**src/battleshipPkg.sv**
```systemverilog
// game-side definitions for the battleship console: board, tiles, port map, bridge structs
`default_nettype none

package battleshipPkg;

    ////////////////////
    // board geometry
    localparam int gridSize  = 10;                    // tiles per side
    localparam int tileCount = gridSize * gridSize;   // 100 tiles per board

    typedef logic [6:0] tileAddrT;                    // row * 10 + column

    typedef enum logic [1:0] {
        tileEmpty = 2'd0,                             // open water
        tileShip  = 2'd1,
        tileHit   = 2'd2,
        tileMiss  = 2'd3
    } tileStateT;

    ////////////////////
    // processor port map
    typedef enum logic [7:0] {
        cursorPort    = 8'h01,                        // tile under the cursor
        shipPort      = 8'h02,                        // bit 4 orientation, bits 2:0 length
        usAddrPort    = 8'h03,
        usDataPort    = 8'h04,                        // read or write the us tile
        themAddrPort  = 8'h05,
        themDataPort  = 8'h06,                        // read or write the them tile
        switchPort    = 8'h07,
        ledPort       = 8'h08,
        irqStatusPort = 8'h09                         // bit 0 is the interrupt level
    } portIdT;

    typedef enum logic {
        horizontal = 1'b0,                            // ship grows to the right
        vertical   = 1'b1                             // ship grows downward
    } orientT;

    typedef struct packed {
        orientT     orient;
        logic [2:0] length;                           // 1 to 5 tiles
    } shipInfoT;

    // one write into a tile memory
    typedef struct packed {
        logic      en;
        tileAddrT  addr;
        tileStateT data;
    } ramWriteT;

    localparam int tickPeriodDefault = 18_000_000;   // about 0.18 s at 100 MHz

endpackage

`default_nettype wire

```
**src/videoPkg.sv**
```systemverilog
// video-side definitions: 640x480 display timing, pixel position and screen colors
`default_nettype none

package videoPkg;

    ////////////////////
    // horizontal timing in pixels
    localparam int hVisible = 640;
    localparam int hFront   = 16;
    localparam int hSync    = 96;
    localparam int hBack    = 48;
    localparam int hTotal   = hVisible + hFront + hSync + hBack;   // 800

    // vertical timing in lines
    localparam int vVisible = 480;
    localparam int vFront   = 10;
    localparam int vSync    = 2;
    localparam int vBack    = 33;
    localparam int vTotal   = vVisible + vFront + vSync + vBack;   // 525

    localparam int pixelDiv = 4;              // clk cycles per pixel

    ////////////////////
    // board layout on screen
    localparam int tilePixels = 32;
    localparam int gridUsX0   = 32;           // left board, our ships
    localparam int gridThemX0 = 352;          // right board, our guesses
    localparam int gridY0     = 96;           // both boards share the top edge

    typedef struct packed {
        logic [9:0] x;
        logic [9:0] y;
        logic       videoOn;
    } pixelPosT;

    typedef struct packed {
        logic [3:0] red;
        logic [3:0] green;
        logic [3:0] blue;
    } colorT;

    localparam colorT colorEmpty = '{red: 4'h1, green: 4'h5, blue: 4'hc};   // water
    localparam colorT colorShip  = '{red: 4'h8, green: 4'h8, blue: 4'h8};
    localparam colorT colorHit   = '{red: 4'hf, green: 4'h0, blue: 4'h0};
    localparam colorT colorMiss  = '{red: 4'hf, green: 4'hf, blue: 4'hf};
    localparam colorT colorGhost = '{red: 4'hf, green: 4'hf, blue: 4'h0};   // ship being placed
    localparam colorT colorBlack = '{red: 4'h0, green: 4'h0, blue: 4'h0};

endpackage

`default_nettype wire

```
**src/tileRam.sv**
```systemverilog
// dual-port tile memory for one 10x10 board, cleared by a sweep after reset
`default_nettype none

module tileRam (
    input  wire logic                     clk,
    input  wire logic                     rstN,
    input  wire battleshipPkg::ramWriteT  wrA,
    input  wire battleshipPkg::tileAddrT  addrA,
    output battleshipPkg::tileStateT      dataA,
    input  wire battleshipPkg::tileAddrT  addrB,
    output battleshipPkg::tileStateT      dataB
);
    import battleshipPkg::*;

    tileStateT mem [tileCount];
    tileAddrT  sweepAddr;                     // next tile to clear
    logic      sweeping;

    // sweep walks 0..99 once after reset
    always_ff @(posedge clk) begin
        if (!rstN) begin
            sweeping  <= 1'b1;
            sweepAddr <= '0;
        end else if (sweeping) begin
            sweepAddr <= sweepAddr + 1'b1;
            if (sweepAddr == tileAddrT'(tileCount - 1))
                sweeping <= 1'b0;
        end
    end

    always_ff @(posedge clk) begin
        if (sweeping)
            mem[sweepAddr] <= tileEmpty;       // sweep owns the write port
        else if (wrA.en)
            mem[wrA.addr] <= wrA.data;
        dataA <= sweeping ? tileEmpty : mem[addrA];   // board reads empty until clear
        dataB <= sweeping ? tileEmpty : mem[addrB];
    end

endmodule

`default_nettype wire

```
**src/portBridge.sv**
```systemverilog
// processor port bridge: board registers, tile memory access and the periodic tick interrupt
`default_nettype none

module portBridge #(
    parameter int tickPeriod = battleshipPkg::tickPeriodDefault
) (
    input  wire logic                      clk,
    input  wire logic                      rstN,
    input  wire battleshipPkg::portIdT     portId,
    input  wire logic [7:0]                outPort,
    input  wire logic                      writeStrobe,
    input  wire logic                      readStrobe,
    output logic [7:0]                     inPort,
    output logic                           interrupt,
    input  wire logic                      interruptAck,
    input  wire logic [15:0]               switches,
    output logic [15:0]                    leds,
    output battleshipPkg::ramWriteT        usWr,
    output battleshipPkg::ramWriteT        themWr,
    output battleshipPkg::tileAddrT        usRdAddr,
    output battleshipPkg::tileAddrT        themRdAddr,
    input  wire battleshipPkg::tileStateT  usRdData,
    input  wire battleshipPkg::tileStateT  themRdData,
    output battleshipPkg::tileAddrT        cursor,
    output battleshipPkg::shipInfoT        shipInfo
);
    import battleshipPkg::*;

    localparam int tickW = $clog2(tickPeriod);

    tileAddrT         usAddr;                 // last address written to usAddrPort
    tileAddrT         themAddr;
    logic [7:0]       ledLow;
    portIdT           portIdQ;                // select lined up with port A read data
    logic             readQ;                  // strobe lined up with portIdQ
    logic [tickW-1:0] tickCount;
    logic             tickWrap;

    ////////////////////
    // port writes
    always_ff @(posedge clk) begin
        if (!rstN) begin
            usAddr   <= '0;
            themAddr <= '0;
            cursor   <= '0;
            shipInfo <= '{orient: horizontal, length: 3'd1};
            ledLow   <= '0;
        end else if (writeStrobe) begin
            case (portId)
                cursorPort:   cursor   <= outPort[6:0];
                shipPort:     shipInfo <= '{orient: orientT'(outPort[4]), length: outPort[2:0]};
                usAddrPort:   usAddr   <= outPort[6:0];
                themAddrPort: themAddr <= outPort[6:0];
                ledPort:      ledLow   <= outPort;
                default:      ;
            endcase
        end
    end

    // data port writes go straight to port A, landing on the strobe edge
    always_comb begin
        usWr.en     = writeStrobe && (portId == usDataPort);
        usWr.addr   = usAddr;
        usWr.data   = tileStateT'(outPort[1:0]);
        themWr.en   = writeStrobe && (portId == themDataPort);
        themWr.addr = themAddr;
        themWr.data = tileStateT'(outPort[1:0]);
    end

    assign usRdAddr   = usAddr;
    assign themRdAddr = themAddr;
    assign leds       = {1'b0, cursor, ledLow};   // high byte follows the cursor

    ////////////////////
    // read mux, two stages: select, then the byte
    always_ff @(posedge clk) begin
        portIdQ <= portId;
        readQ   <= readStrobe;
        case (portIdQ)
            usDataPort:    inPort <= {6'b0, usRdData};
            themDataPort:  inPort <= {6'b0, themRdData};
            switchPort:    inPort <= switches[7:0];
            irqStatusPort: inPort <= {7'b0, interrupt};   // plain status, no clear
            default:       inPort <= readQ ? 8'h00 : inPort;   // idle bus holds the last byte
        endcase
    end

    ////////////////////
    // tick counter and interrupt flag
    always_ff @(posedge clk) begin
        if (!rstN) begin
            tickCount <= '0;
            tickWrap  <= 1'b0;
            interrupt <= 1'b0;
        end else begin
            tickWrap <= (tickCount == tickW'(tickPeriod - 1));
            if (tickCount == tickW'(tickPeriod - 1))
                tickCount <= '0;
            else
                tickCount <= tickCount + 1'b1;
            // a fresh tick wins over an ack in the same cycle
            if (tickWrap)
                interrupt <= 1'b1;
            else if (interruptAck)
                interrupt <= 1'b0;
        end
    end

endmodule

`default_nettype wire

```
**src/displayTiming.sv**
```systemverilog
// 640x480 display timing: pixel enable, frame counters, syncs and video-on
`default_nettype none

module displayTiming (
    input  wire logic         clk,
    input  wire logic         rstN,
    output videoPkg::pixelPosT pixel,
    output logic              hSyncN,
    output logic              vSyncN
);
    import videoPkg::*;

    localparam int divW = $clog2(pixelDiv);

    logic [divW-1:0] divCount;
    logic            pixelEn;                 // one clk in every four
    logic [9:0]      hCount;
    logic [9:0]      vCount;

    assign pixelEn = (divCount == divW'(pixelDiv - 1));

    always_ff @(posedge clk) begin
        if (!rstN || pixelEn)
            divCount <= '0;
        else
            divCount <= divCount + 1'b1;
    end

    ////////////////////
    // frame counters, 800 x 525
    always_ff @(posedge clk) begin
        if (!rstN) begin
            hCount <= '0;
            vCount <= '0;
        end else if (pixelEn) begin
            if (hCount == 10'(hTotal - 1)) begin
                hCount <= '0;                 // end of line
                if (vCount == 10'(vTotal - 1))
                    vCount <= '0;
                else
                    vCount <= vCount + 1'b1;
            end else begin
                hCount <= hCount + 1'b1;
            end
        end
    end

    // sync pulses sit after the front porch
    assign hSyncN = !((hCount >= 10'(hVisible + hFront)) &&
                      (hCount < 10'(hVisible + hFront + hSync)));
    assign vSyncN = !((vCount >= 10'(vVisible + vFront)) &&
                      (vCount < 10'(vVisible + vFront + vSync)));

    assign pixel.x       = hCount;
    assign pixel.y       = vCount;
    assign pixel.videoOn = (hCount < 10'(hVisible)) && (vCount < 10'(vVisible));

endmodule

`default_nettype wire

```
**src/ghostShip.sv**
```systemverilog
// ghost ship overlay: flags pixels on the ship being placed at the cursor
`default_nettype none

module ghostShip (
    input  wire videoPkg::pixelPosT       pixel,
    input  wire battleshipPkg::tileAddrT  cursor,
    input  wire battleshipPkg::shipInfoT  shipInfo,
    output logic                          onGhost
);
    import battleshipPkg::*;
    import videoPkg::*;

    localparam int gridSpan = gridSize * tilePixels;   // board width in pixels

    logic [3:0] curRow;
    logic [3:0] curCol;
    logic [3:0] tileRow;                      // tile under the pixel, us board
    logic [3:0] tileCol;
    logic [4:0] rowEnd;                       // one past the last ship tile
    logic [4:0] colEnd;
    logic [9:0] xRel;
    logic [9:0] yRel;
    logic       inGrid;

    assign curRow  = 4'(cursor / gridSize);
    assign curCol  = 4'(cursor % gridSize);
    assign xRel    = pixel.x - 10'(gridUsX0);
    assign yRel    = pixel.y - 10'(gridY0);
    assign tileRow = 4'(yRel / tilePixels);
    assign tileCol = 4'(xRel / tilePixels);
    assign rowEnd  = {1'b0, curRow} + {2'b0, shipInfo.length};
    assign colEnd  = {1'b0, curCol} + {2'b0, shipInfo.length};

    assign inGrid = (pixel.x >= 10'(gridUsX0)) && (pixel.x < 10'(gridUsX0 + gridSpan)) &&
                    (pixel.y >= 10'(gridY0)) && (pixel.y < 10'(gridY0 + gridSpan));

    // tiles past column or row 9 never match, so the ship clips at the edge
    always_comb begin
        onGhost = 1'b0;
        if (inGrid) begin
            if (shipInfo.orient == horizontal)
                onGhost = (tileRow == curRow) && (tileCol >= curCol) &&
                          ({1'b0, tileCol} < colEnd);
            else
                onGhost = (tileCol == curCol) && (tileRow >= curRow) &&
                          ({1'b0, tileRow} < rowEnd);
        end
    end

endmodule

`default_nettype wire

```
**src/tileRenderer.sv**
```systemverilog
// tile renderer: reads both boards on port B and builds the color and syncs, 2 clk late
`default_nettype none

module tileRenderer (
    input  wire logic                     clk,
    input  wire logic                     rstN,
    input  wire videoPkg::pixelPosT       pixel,
    input  wire logic                     hSyncIn,
    input  wire logic                     vSyncIn,
    input  wire logic                     onGhost,
    output battleshipPkg::tileAddrT       usAddr,
    output battleshipPkg::tileAddrT       themAddr,
    input  wire battleshipPkg::tileStateT usTile,
    input  wire battleshipPkg::tileStateT themTile,
    output videoPkg::colorT               color,
    output logic                          hSyncN,
    output logic                          vSyncN
);
    import battleshipPkg::*;
    import videoPkg::*;

    localparam int gridSpan = gridSize * tilePixels;

    // what travels beside the port B read
    typedef struct packed {
        logic videoOn;
        logic inUs;
        logic inThem;
        logic ghost;
        logic hSyncN;
        logic vSyncN;
    } stageT;

    logic [9:0] yRel;
    logic [9:0] xUsRel;
    logic [9:0] xThemRel;
    logic [3:0] tileRow;
    logic [3:0] usCol;
    logic [3:0] themCol;
    logic       inRows;                       // pixel within the board rows
    stageT      s1;

    function automatic colorT tileColor(tileStateT state);
        case (state)
            tileShip: return colorShip;
            tileHit:  return colorHit;
            tileMiss: return colorMiss;
            default:  return colorEmpty;
        endcase
    endfunction

    ////////////////////
    // stage 0, pixel to tile address
    assign yRel     = pixel.y - 10'(gridY0);
    assign xUsRel   = pixel.x - 10'(gridUsX0);
    assign xThemRel = pixel.x - 10'(gridThemX0);
    assign tileRow  = 4'(yRel / tilePixels);
    assign usCol    = 4'(xUsRel / tilePixels);
    assign themCol  = 4'(xThemRel / tilePixels);
    assign inRows   = (pixel.y >= 10'(gridY0)) && (pixel.y < 10'(gridY0 + gridSpan));
    assign usAddr   = tileAddrT'(tileRow * gridSize + usCol);
    assign themAddr = tileAddrT'(tileRow * gridSize + themCol);

    // stage 1, tiles come back from port B
    always_ff @(posedge clk) begin
        if (!rstN) begin
            s1 <= '{videoOn: 1'b0, inUs: 1'b0, inThem: 1'b0, ghost: 1'b0,
                    hSyncN: 1'b1, vSyncN: 1'b1};
        end else begin
            s1.videoOn <= pixel.videoOn;
            s1.inUs    <= inRows && (pixel.x >= 10'(gridUsX0)) &&
                          (pixel.x < 10'(gridUsX0 + gridSpan));
            s1.inThem  <= inRows && (pixel.x >= 10'(gridThemX0)) &&
                          (pixel.x < 10'(gridThemX0 + gridSpan));
            s1.ghost   <= onGhost;
            s1.hSyncN  <= hSyncIn;
            s1.vSyncN  <= vSyncIn;
        end
    end

    // stage 2, pick the color
    always_ff @(posedge clk) begin
        if (!rstN) begin
            color  <= colorBlack;
            hSyncN <= 1'b1;
            vSyncN <= 1'b1;
        end else begin
            hSyncN <= s1.hSyncN;
            vSyncN <= s1.vSyncN;
            if (!s1.videoOn)
                color <= colorBlack;          // blanking
            else if (s1.inUs && s1.ghost)
                color <= colorGhost;          // ghost covers the us board
            else if (s1.inUs)
                color <= tileColor(usTile);
            else if (s1.inThem)
                color <= tileColor(themTile);
            else
                color <= colorBlack;
        end
    end

endmodule

`default_nettype wire

```
**src/battleshipTop.sv**
```systemverilog
// battleship console top: port bridge, us and them tile boards, display chain
`default_nettype none

module battleshipTop #(
    parameter int tickPeriod = battleshipPkg::tickPeriodDefault
) (
    input  wire logic                   clk,
    input  wire logic                   rstN,
    input  wire battleshipPkg::portIdT  portId,
    input  wire logic [7:0]             outPort,
    input  wire logic                   writeStrobe,
    input  wire logic                   readStrobe,
    output wire logic [7:0]             inPort,
    output wire logic                   interrupt,
    input  wire logic                   interruptAck,
    input  wire logic [15:0]            switches,
    output wire logic [15:0]            leds,
    output wire videoPkg::colorT        vgaColor,
    output wire logic                   hSyncN,
    output wire logic                   vSyncN
);
    import battleshipPkg::*;
    import videoPkg::*;

    ramWriteT  usWr;
    ramWriteT  themWr;
    tileAddrT  usRdAddr;                      // port A, bridge side
    tileAddrT  themRdAddr;
    tileStateT usRdData;
    tileStateT themRdData;
    tileAddrT  usVidAddr;                     // port B, video side
    tileAddrT  themVidAddr;
    tileStateT usVidData;
    tileStateT themVidData;
    tileAddrT  cursor;
    shipInfoT  shipInfo;
    pixelPosT  pixel;
    logic      rawHSyncN;                     // syncs before the renderer delay
    logic      rawVSyncN;
    logic      onGhost;

    portBridge #(.tickPeriod(tickPeriod)) i_portBridge (
        .clk(clk), .rstN(rstN),
        .portId(portId), .outPort(outPort), .writeStrobe(writeStrobe),
        .readStrobe(readStrobe), .inPort(inPort),
        .interrupt(interrupt), .interruptAck(interruptAck),
        .switches(switches), .leds(leds),
        .usWr(usWr), .themWr(themWr),
        .usRdAddr(usRdAddr), .themRdAddr(themRdAddr),
        .usRdData(usRdData), .themRdData(themRdData),
        .cursor(cursor), .shipInfo(shipInfo)
    );

    tileRam usRam (
        .clk(clk), .rstN(rstN),
        .wrA(usWr), .addrA(usRdAddr), .dataA(usRdData),
        .addrB(usVidAddr), .dataB(usVidData)
    );

    tileRam themRam (
        .clk(clk), .rstN(rstN),
        .wrA(themWr), .addrA(themRdAddr), .dataA(themRdData),
        .addrB(themVidAddr), .dataB(themVidData)
    );

    ////////////////////
    // video chain
    displayTiming i_displayTiming (
        .clk(clk), .rstN(rstN),
        .pixel(pixel), .hSyncN(rawHSyncN), .vSyncN(rawVSyncN)
    );

    ghostShip i_ghostShip (
        .pixel(pixel), .cursor(cursor), .shipInfo(shipInfo), .onGhost(onGhost)
    );

    tileRenderer i_tileRenderer (
        .clk(clk), .rstN(rstN),
        .pixel(pixel), .hSyncIn(rawHSyncN), .vSyncIn(rawVSyncN), .onGhost(onGhost),
        .usAddr(usVidAddr), .themAddr(themVidAddr),
        .usTile(usVidData), .themTile(themVidData),
        .color(vgaColor), .hSyncN(hSyncN), .vSyncN(vSyncN)
    );

endmodule

`default_nettype wire

```
**config.mk**
```make
export PLATFORM = sky130hd
export DESIGN_NAME = battleshipTop
export DESIGN_NICKNAME = d
export VERILOG_FILES = /design/src/battleshipPkg.sv /design/src/videoPkg.sv /design/src/tileRam.sv /design/src/portBridge.sv /design/src/displayTiming.sv /design/src/ghostShip.sv /design/src/tileRenderer.sv /design/src/battleshipTop.sv
export SDC_FILE = /design/constraint.sdc
export NUM_CORES = 1
export LEC_CHECK = 0
export BUFFER_PORTS_ARGS = -buffer_cell sky130_fd_sc_hd__buf_2
export CAP_MARGIN = 15
export CORE_MARGIN = 8
export CORE_UTILIZATION = 50
export CTS_CLUSTER_SIZE = 28
export DETAILED_ROUTE_END_ITERATION = 8
export PLACE_DENSITY = 0.69
export SYNTH_ARGS = -nofsm -noshare
export SYNTH_HDL_FRONTEND = slang
export SYNTH_SLANG_ARGS = --single-unit
```
**constraint.sdc**
```tcl
create_clock -name clk -period 4.45 [get_ports clk]
set_input_delay 1.1125 -clock clk [delete_from_list [all_inputs] [get_ports clk]]
set_output_delay 1.1125 -clock clk [all_outputs]
set_load 0.02 [all_outputs]
```
-- Word-level counts from Yosys, hierarchy flattened
Memory sizes are Yosys's and may differ from the RTL's. A register that Yosys moved wholly into a read port is not among the register bits.
Index checks and enable logic that the tools add are counted.
- register bits after elaboration: 135
- RAM bits: 400
- bits of input ports: 37
- output and inout bits: 39
- logic and storage cells: 159
- memories kept: 2
- $add $sub $neg: 13
- multiply operators: 1
- divide/modulo/power cells: 2
- order comparisons: 16
- equality and inequality tests: 25
- multiplexer cells: 32
- bitwise logic cells: 2
- reductions and logical operators: 36
- memory list (name ; depth ; bits a word ; rd ports ; clocked after memory_dff ; write ports ; RTL line ; source):
    themRam.mem ; 100 ; 2 ; 2 ; 2 ; 1 ; tileRam.sv:15 ; tileStateT mem [tileCount];
    usRam.mem ; 100 ; 2 ; 2 ; 2 ; 1 ; tileRam.sv:15 ;
- operators with widths (cell ; number):
    one-hot mux 12 bit (3 select lines) ; 2
    equality test 8 x 3 -> 1 bit (second input constant) ; 6
    less-than comparator 10 x 9 -> 1 bit (second input constant) ; 4
    2-to-1 mux 12 bit ; 3
    divider 7 x 4 -> 32 bit (second input constant) ; 1
    remainder unit 7 x 4 -> 32 bit (second input constant) ; 1
    one-hot mux 8 bit (4 select lines) ; 1
    less-than comparator 10 bit (second input constant) ; 3
    adder 25 x 1 -> 25 bit (second input constant) ; 1
    equality test 25 bit (second input constant) ; 1
    adder 10 x 1 -> 10 bit (second input constant) ; 2
    equality test 10 bit (second input constant) ; 2
    greater-or-equal comparator 10 x 9 -> 1 bit (second input constant) ; 2
    2-to-1 mux 10 bit ; 2
    2-to-1 mux 1 bit ; 19
    logical AND 1 bit ; 18
    equality test 8 x 2 -> 1 bit (second input constant) ; 2
    equality test 8 x 4 -> 1 bit (second input constant) ; 2
    AND reduction 2 bit ; 8
    adder 7 x 1 -> 7 bit (second input constant) ; 2
    adder 7 x 4 -> 7 bit ; 2
    equality test 7 bit (second input constant) ; 2
    2-to-1 mux 7 bit ; 2
    adder 4 x 3 -> 5 bit ; 2
    23 further kinds ; 37

-- Logic depth before layout (Yosys ltp)
- depth after elaboration: 7
- depth in mapped cells: 20
- mapped depth without buffers: 18

-- Cells and area by module
From an unflattened synthesis, not the netlist that was laid out.
- cells, all modules: 2113
- area, all modules: 28274.6 sq um
- by module, submodules not included (module ; instances ; cells an instance ; area each (sq um) ; sequential area each (sq um)):
    tileRam ; 2 ; 652 ; 10532.6 ; 6246.0
    portBridge ; 1 ; 334 ; 3402.0 ; 1621.6
    ghostShip ; 1 ; 196 ; 1337.5 ; 0.0
    tileRenderer ; 1 ; 145 ; 1282.5 ; 340.3
    displayTiming ; 1 ; 134 ; 1187.4 ; 440.4

-- Least setup slack after synthesis
OpenSTA, ideal clock, no wires.
- path kind: register -> register
- start point: register i_displayTiming.hCount[5]
- end point: register themRam.dataB[0] (read register of themRam.mem)
- library setup time: 0.114 ns
- arrival: 4.425 ns
- required time: 4.336 ns
- path slack: -0.089 ns
- cell stages (with the launch flop): 16
- buffers on the path: 7
- clock period less this slack: 4.539 ns
- cells stage by stage: dfxtp_1 > buf_2 > buf_2 > buf_2 > buf_2 > buf_2 > inv_1 > ha_1 > ha_1 > clkbuf_1 > buf_1 > mux4_2 > mux4_2 > mux2_2 > mux2_2 > a21o_1
- word-level cells in the longest chain between the ends: 2
- ends and longest elaborated chain (element ; RTL line ; source):
    start, declared ; displayTiming.sv:17 ; logic [9:0] hCount;
    start signal, assigned ; displayTiming.sv:43 ; hCount <= hCount + 1'b1;
    subtractor 9 bit ; tileRenderer.sv:56 ; assign xThemRel = pixel.x - 10'(gridThemX0);
    adder 7 x 4 -> 7 bit ; tileRenderer.sv:62 ; assign themAddr = tileAddrT'(tileRow * gridSize + themCol);
    end, declared ; tileRam.sv:11 ; output battleshipPkg::tileStateT dataB
No other way between the ends.
A chain may end at the register's enable or synchronous reset.

-- Final worst setup path
- start point: register i_portBridge.cursor[4]
- end point: register i_tileRenderer.s1[2] in the netlist's numbering
- word-level cells in the longest chain between the ends: 5
- elaborated cells on any way between the ends: 15
- classes of those cells: 2 x add/sub; 2 x div; 4 x order compare; 2 x eq/ne; 1 x mux; 4 x reduce/logical
- ends and longest elaborated chain (element ; RTL line ; source):
    start, declared ; portBridge.sv:24 ; output battleshipPkg::tileAddrT cursor,
    start signal, assigned ; portBridge.sv:50 ; cursorPort: cursor <= outPort[6:0];
    remainder unit 7 x 4 -> 32 bit or divider 7 x 4 -> 32 bit (tied branches) ; ghostShip.sv:26, ghostShip.sv:25 ;
    adder 4 x 3 -> 5 bit, or another cell as far along ; ghostShip.sv:32 ; assign colEnd = {1'b0, curCol} + {2'b0, shipInfo.length};
    less-than comparator 4 x 5 -> 1 bit, or another cell as far along ; ghostShip.sv:43 ; ({1'b0, tileCol} < colEnd);
    logical AND 1 bit, on equally long branches ; ghostShip.sv:42, ghostShip.sv:45 ;
    2-to-1 mux 1 bit * ; ghostShip.sv:41 ; if (shipInfo.orient == horizontal)
    end signal, assigned ; tileRenderer.sv:67 ; s1 <= '{videoOn: 1'b0, inUs: 1'b0, inThem: 1'b0, ghost: 1'b0,
    end, declared ; tileRenderer.sv:41 ; stageT s1;
Every way passes the cells marked *; elsewhere a longest branch is shown, timed or not.

==> results.md <==
- Final Hold Vio Count: 0
- #FFs+latches synth: 540
- Worst vdd ir: 0.000269 V
- Dpl hpwl: 44600 um
- Top cell type's share of synthesized area: 44.8%
- Biggest area consumer among synthesized cells: edfxtp_1
- Clock buffer depth: 3
- Gate power share: between 2 and 2.5%
- Sequential area share after synthesis: between 50 and 60%
- Hold Crit Start: i_tileRenderer.s1[0]
- Core region area: 53900 sq um
- Syn nets: 2074
- Drt total wl: 66800 um
- Slew headroom: roughly 30%
- Hold depth: 1
- Top Ports: 76
- Worst Setup Start Kind: flip-flop
- Worst slew pin tran: 1040 ps
- Vias in the first global route: 17795
- Final Core Density: between 50% and 60%
- Reg2Reg Setup Slack: 180 ps
- Reg2reg start: i_portBridge.cursor[4]
- Wire per inst: 24.1 um
- Initial antenna violation count: 2
- IO Port Bufs: 66
- Fin nets: between 2000 and 2500
- Pin count of the biggest net entering global routing: 75
- Post-DP Area: around 29000 sq um
- Final Skew: 25.2 ps
- Synth Cell Area: about 27000 sq um
- Mean post-synth cell area: 13.8 sq um
- CTS tree: done
- Total power draw: 0.0105 W
- Number of flops mapped to enable cells by yosys: 408
- Starting density of the core: 50.7%
- Die footprint: approximately 62000 sq um
- Area growth from synthesis to layout: 11.6%
- Clock root buffer: clkbuf_16
- RD Place Congestion: 0.880
- Tcrit/Tclk final: a little over nine tenths
- Setup-failing EPs final: 0
- Fraction of layout cells with a size suffix above 1: 24.3%
- Worst EP required: roughly 5000 ps
- Mapped Cells: 1981
- Clk pwr share: 46.2%
- Arrival time at the worst endpoint: a little under 5000 ps
- Crit path time final: 4270 ps
- Post-CTS Hold Fix Bufs: 0
- Flop pwr share: 51.6%
- Grt total ovfl: 0
- Max cap viols: 0
- Top_reg_cell synth: edfxtp_1
- Asr flop ratio synth: 0%
- Max Transition Viols Final: 0
- Worst reg2reg path depth: 16
- Layout Cells excl Fill: 2774
- Sw Pwr: approximately 0.0022 W
- Fillers: 4190
- RSZ-0062 raised after global routing: no
- Critical Path End Type: flip-flop
- Finished Cell Area: 30500 sq um
- Tightest Hold Check Type: reg -> reg
- Status: complete, no violations
- Post-route ant nets: 0
- CTS H-tree depth: 2
- Vias per cell: between 6 and 7
- # rows: 85
- CP Class: reg -> reg
- CTS-repair resized insts: 0
- Ys Warns: 0
- Drc violations: 0
- Post CTS Setup Buffer Count: 0
- Pleak: 10.3 nW
- Internal cell power: between 0.008 and 0.009 W
- Fin Setup TNS: 0 ps
- Hold EP: i_tileRenderer.vSyncN
- Clock transition at path regs: 60 ps
- Max FO, Critical Path: 4
- DR vias: 17554
- # clock sinks: 540
- Fmax: 234 MHz
- Switching Share: 20.9%
- First-pass GRT wire length: 103000 um
- CTS buffer count: 55
- Inserted Diodes: 0
- Die height: 250 um
- PwrDens: 343 nW/um^2
- DRT iter0 DRCs: 1715
- Worst skew pair latency: approximately 620 ps
- Largest cells by area after synthesis: edfxtp_1 (45%), mux4_2 (20%), dfxtp_1 (9.7%), nor2_1 (4.4%), ha_1 (2.3%)
- R2R Path End: i_tileRenderer.s1[2]
- Die width: between 200 and 250 um
- Inst Count DP: about 2700
- Distinct cells, synth: slightly below 80
- GR Util All Layers: 21.1%
- TritonRoute pass-1 iters: 5
## sequential cells by signal (all words and copies together), names as in the netlist, 4 cells and up
signal                   count
themRam.sweepAddr            7
i_displayTiming.vCount      10
i_portBridge.inPort          8
i_portBridge.tickCount      25
i_portBridge.usRdAddr        7
i_portBridge.cursor          7
themRam.mem                200
i_displayTiming.hCount      10
usRam.mem                  200
i_portBridge.portIdQ         8
i_tileRenderer.color         9
i_portBridge.themRdAddr      7
usRam.sweepAddr              7
i_tileRenderer.s1            6
i_portBridge.shipInfo        4
i_portBridge.ledLow          8
## worst max-delay path by stage
stage               depth (start not counted)  slack, ps                 startpoint              endpoint
finish                                     16        180     i_portBridge.cursor[4]  i_tileRenderer.s1[2]
floorplan                                  15        0.4  i_displayTiming.hCount[5]      themRam.dataB[1]
global placement                           16        210     i_portBridge.cursor[4]  i_tileRenderer.s1[2]
global route                               16          7     i_portBridge.cursor[4]  i_tileRenderer.s1[2]
detailed placement                         15        160     i_portBridge.cursor[4]  i_tileRenderer.s1[2]
CTS                                        18        120     i_portBridge.cursor[4]  i_tileRenderer.s1[2]
## routing by layer
layer	vias up	part of all wire [%]	track usage, %
met2	841	49	34.6
met4	2	2.9	6.89
met1	8907	40	27.9
met3	135	8.8	4.54
li1	7669	-	-
met5	-	0.019	0
## metrics by stage
stage / hold WS [ps] / setup slack (ps)
detailed placement: 397 / 155
finish: 409 / 184
global placement: 395 / 205
floorplan: 386 / 0.405
global route: 428 / 6.73
CTS: 411 / 124
## critical path: stages (launching register included)
cell,delay (ps)
dfxtp_1,300
or2_1,240
ha_1,330
nor2b_2,200
buf_4,160
a21oi_1,90
a311o_1,380
o22ai_2,230
a2111oi_4,110
or2_4,260
xnor2_1,130
ha_1,300
nor2_1,50
or4_1,440
or3_1,400
or4_1,490
nand3b_1,90
## Yosys cell counts (all sizes together) (4+ instances only)
cell      n
a211oi   15
a21o     15
a21oi    39
a31oi    13
and2     14
and3      7
buf      69
clkbuf   71
dfxtp   132
edfxtp  408
fa        5
ha       51
inv      49
mux2      5
mux2i    58
mux4    239
nand2   102
nand2b   28
nand3    36
nand3b   17
nand4    17
nor2    320
nor2b    13
nor3     18
nor3b     9
nor4      9
nor4b     7
o211a     5
o21a     10
o21ai    41
o22ai     8
o311a     5
o31ai     5
or2       9
or3      17
or3b      4
xnor2    28
xor2     44
## layout make-up
cell class                 instances  area, sq um  area share (%)
clock inverter                    41          507            1.66
tap                              696          871            2.86
timing repair buffer             136          931            3.05
inverter                          50          188           0.616
sequential                       540        14900            48.9
clock buffer                      60         1410            4.61
multi-input combinational       1251        11700            38.3
## power by group through the flow
| stage | Clock [W] | Combinational, W | Sequential, W |
|---|---|---|---|
| 5_1_grt | 0.00509 | 0.000249 | 0.00540 |
| 6_report | 0.00483 | 0.000233 | 0.00540 |
| 4_1_cts | 0.00490 | 0.000232 | 0.00540 |
| 3_3_place_gp | 0 | 0.000227 | 0.00550 |
| 2_1_floorplan | 0 | 0.000128 | 0.00550 |
| 3_5_place_dp | 0 | 0.000230 | 0.00551 |
## cells by family after synthesis
| kind of cell | after synthesis | synth area share [%] |
|---|---|---|
| other | 1 | 0.0137 |
| buffers and inverters | 190 | 2.98 |
| multiplexers | 302 | 22.0 |
| XOR/XNOR | 73 | 2.42 |
| flip-flops | 540 | 54.5 |
| AND/OR/NAND/NOR | 638 | 10.9 |
| AO/OA/AOI/OAI | 181 | 4.39 |
| adder cells (fa/ha/maj) | 56 | 2.70 |
## cells in the final DEF, fill, tap and decap left out, drive strengths merged, types with 10 or more instances in the layout
| cell | count |
|---|---|
| a211oi | 15 |
| a21o | 15 |
| a21oi | 39 |
| a31oi | 13 |
| and2 | 14 |
| buf | 136 |
| clkbuf | 60 |
| clkinv | 20 |
| dfxtp | 132 |
| edfxtp | 408 |
| ha | 51 |
| inv | 53 |
| mux2i | 58 |
| mux4 | 239 |
| nand2 | 102 |
| nand2b | 28 |
| nand3 | 36 |
| nand3b | 17 |
| nand4 | 17 |
| nor2 | 320 |
| nor2b | 13 |
| nor3 | 18 |
| o21a | 10 |
| o21ai | 41 |
| or3 | 17 |
| xnor2 | 28 |
| xor2 | 44 |
Note: power is estimated with default switching activity, not from simulation.
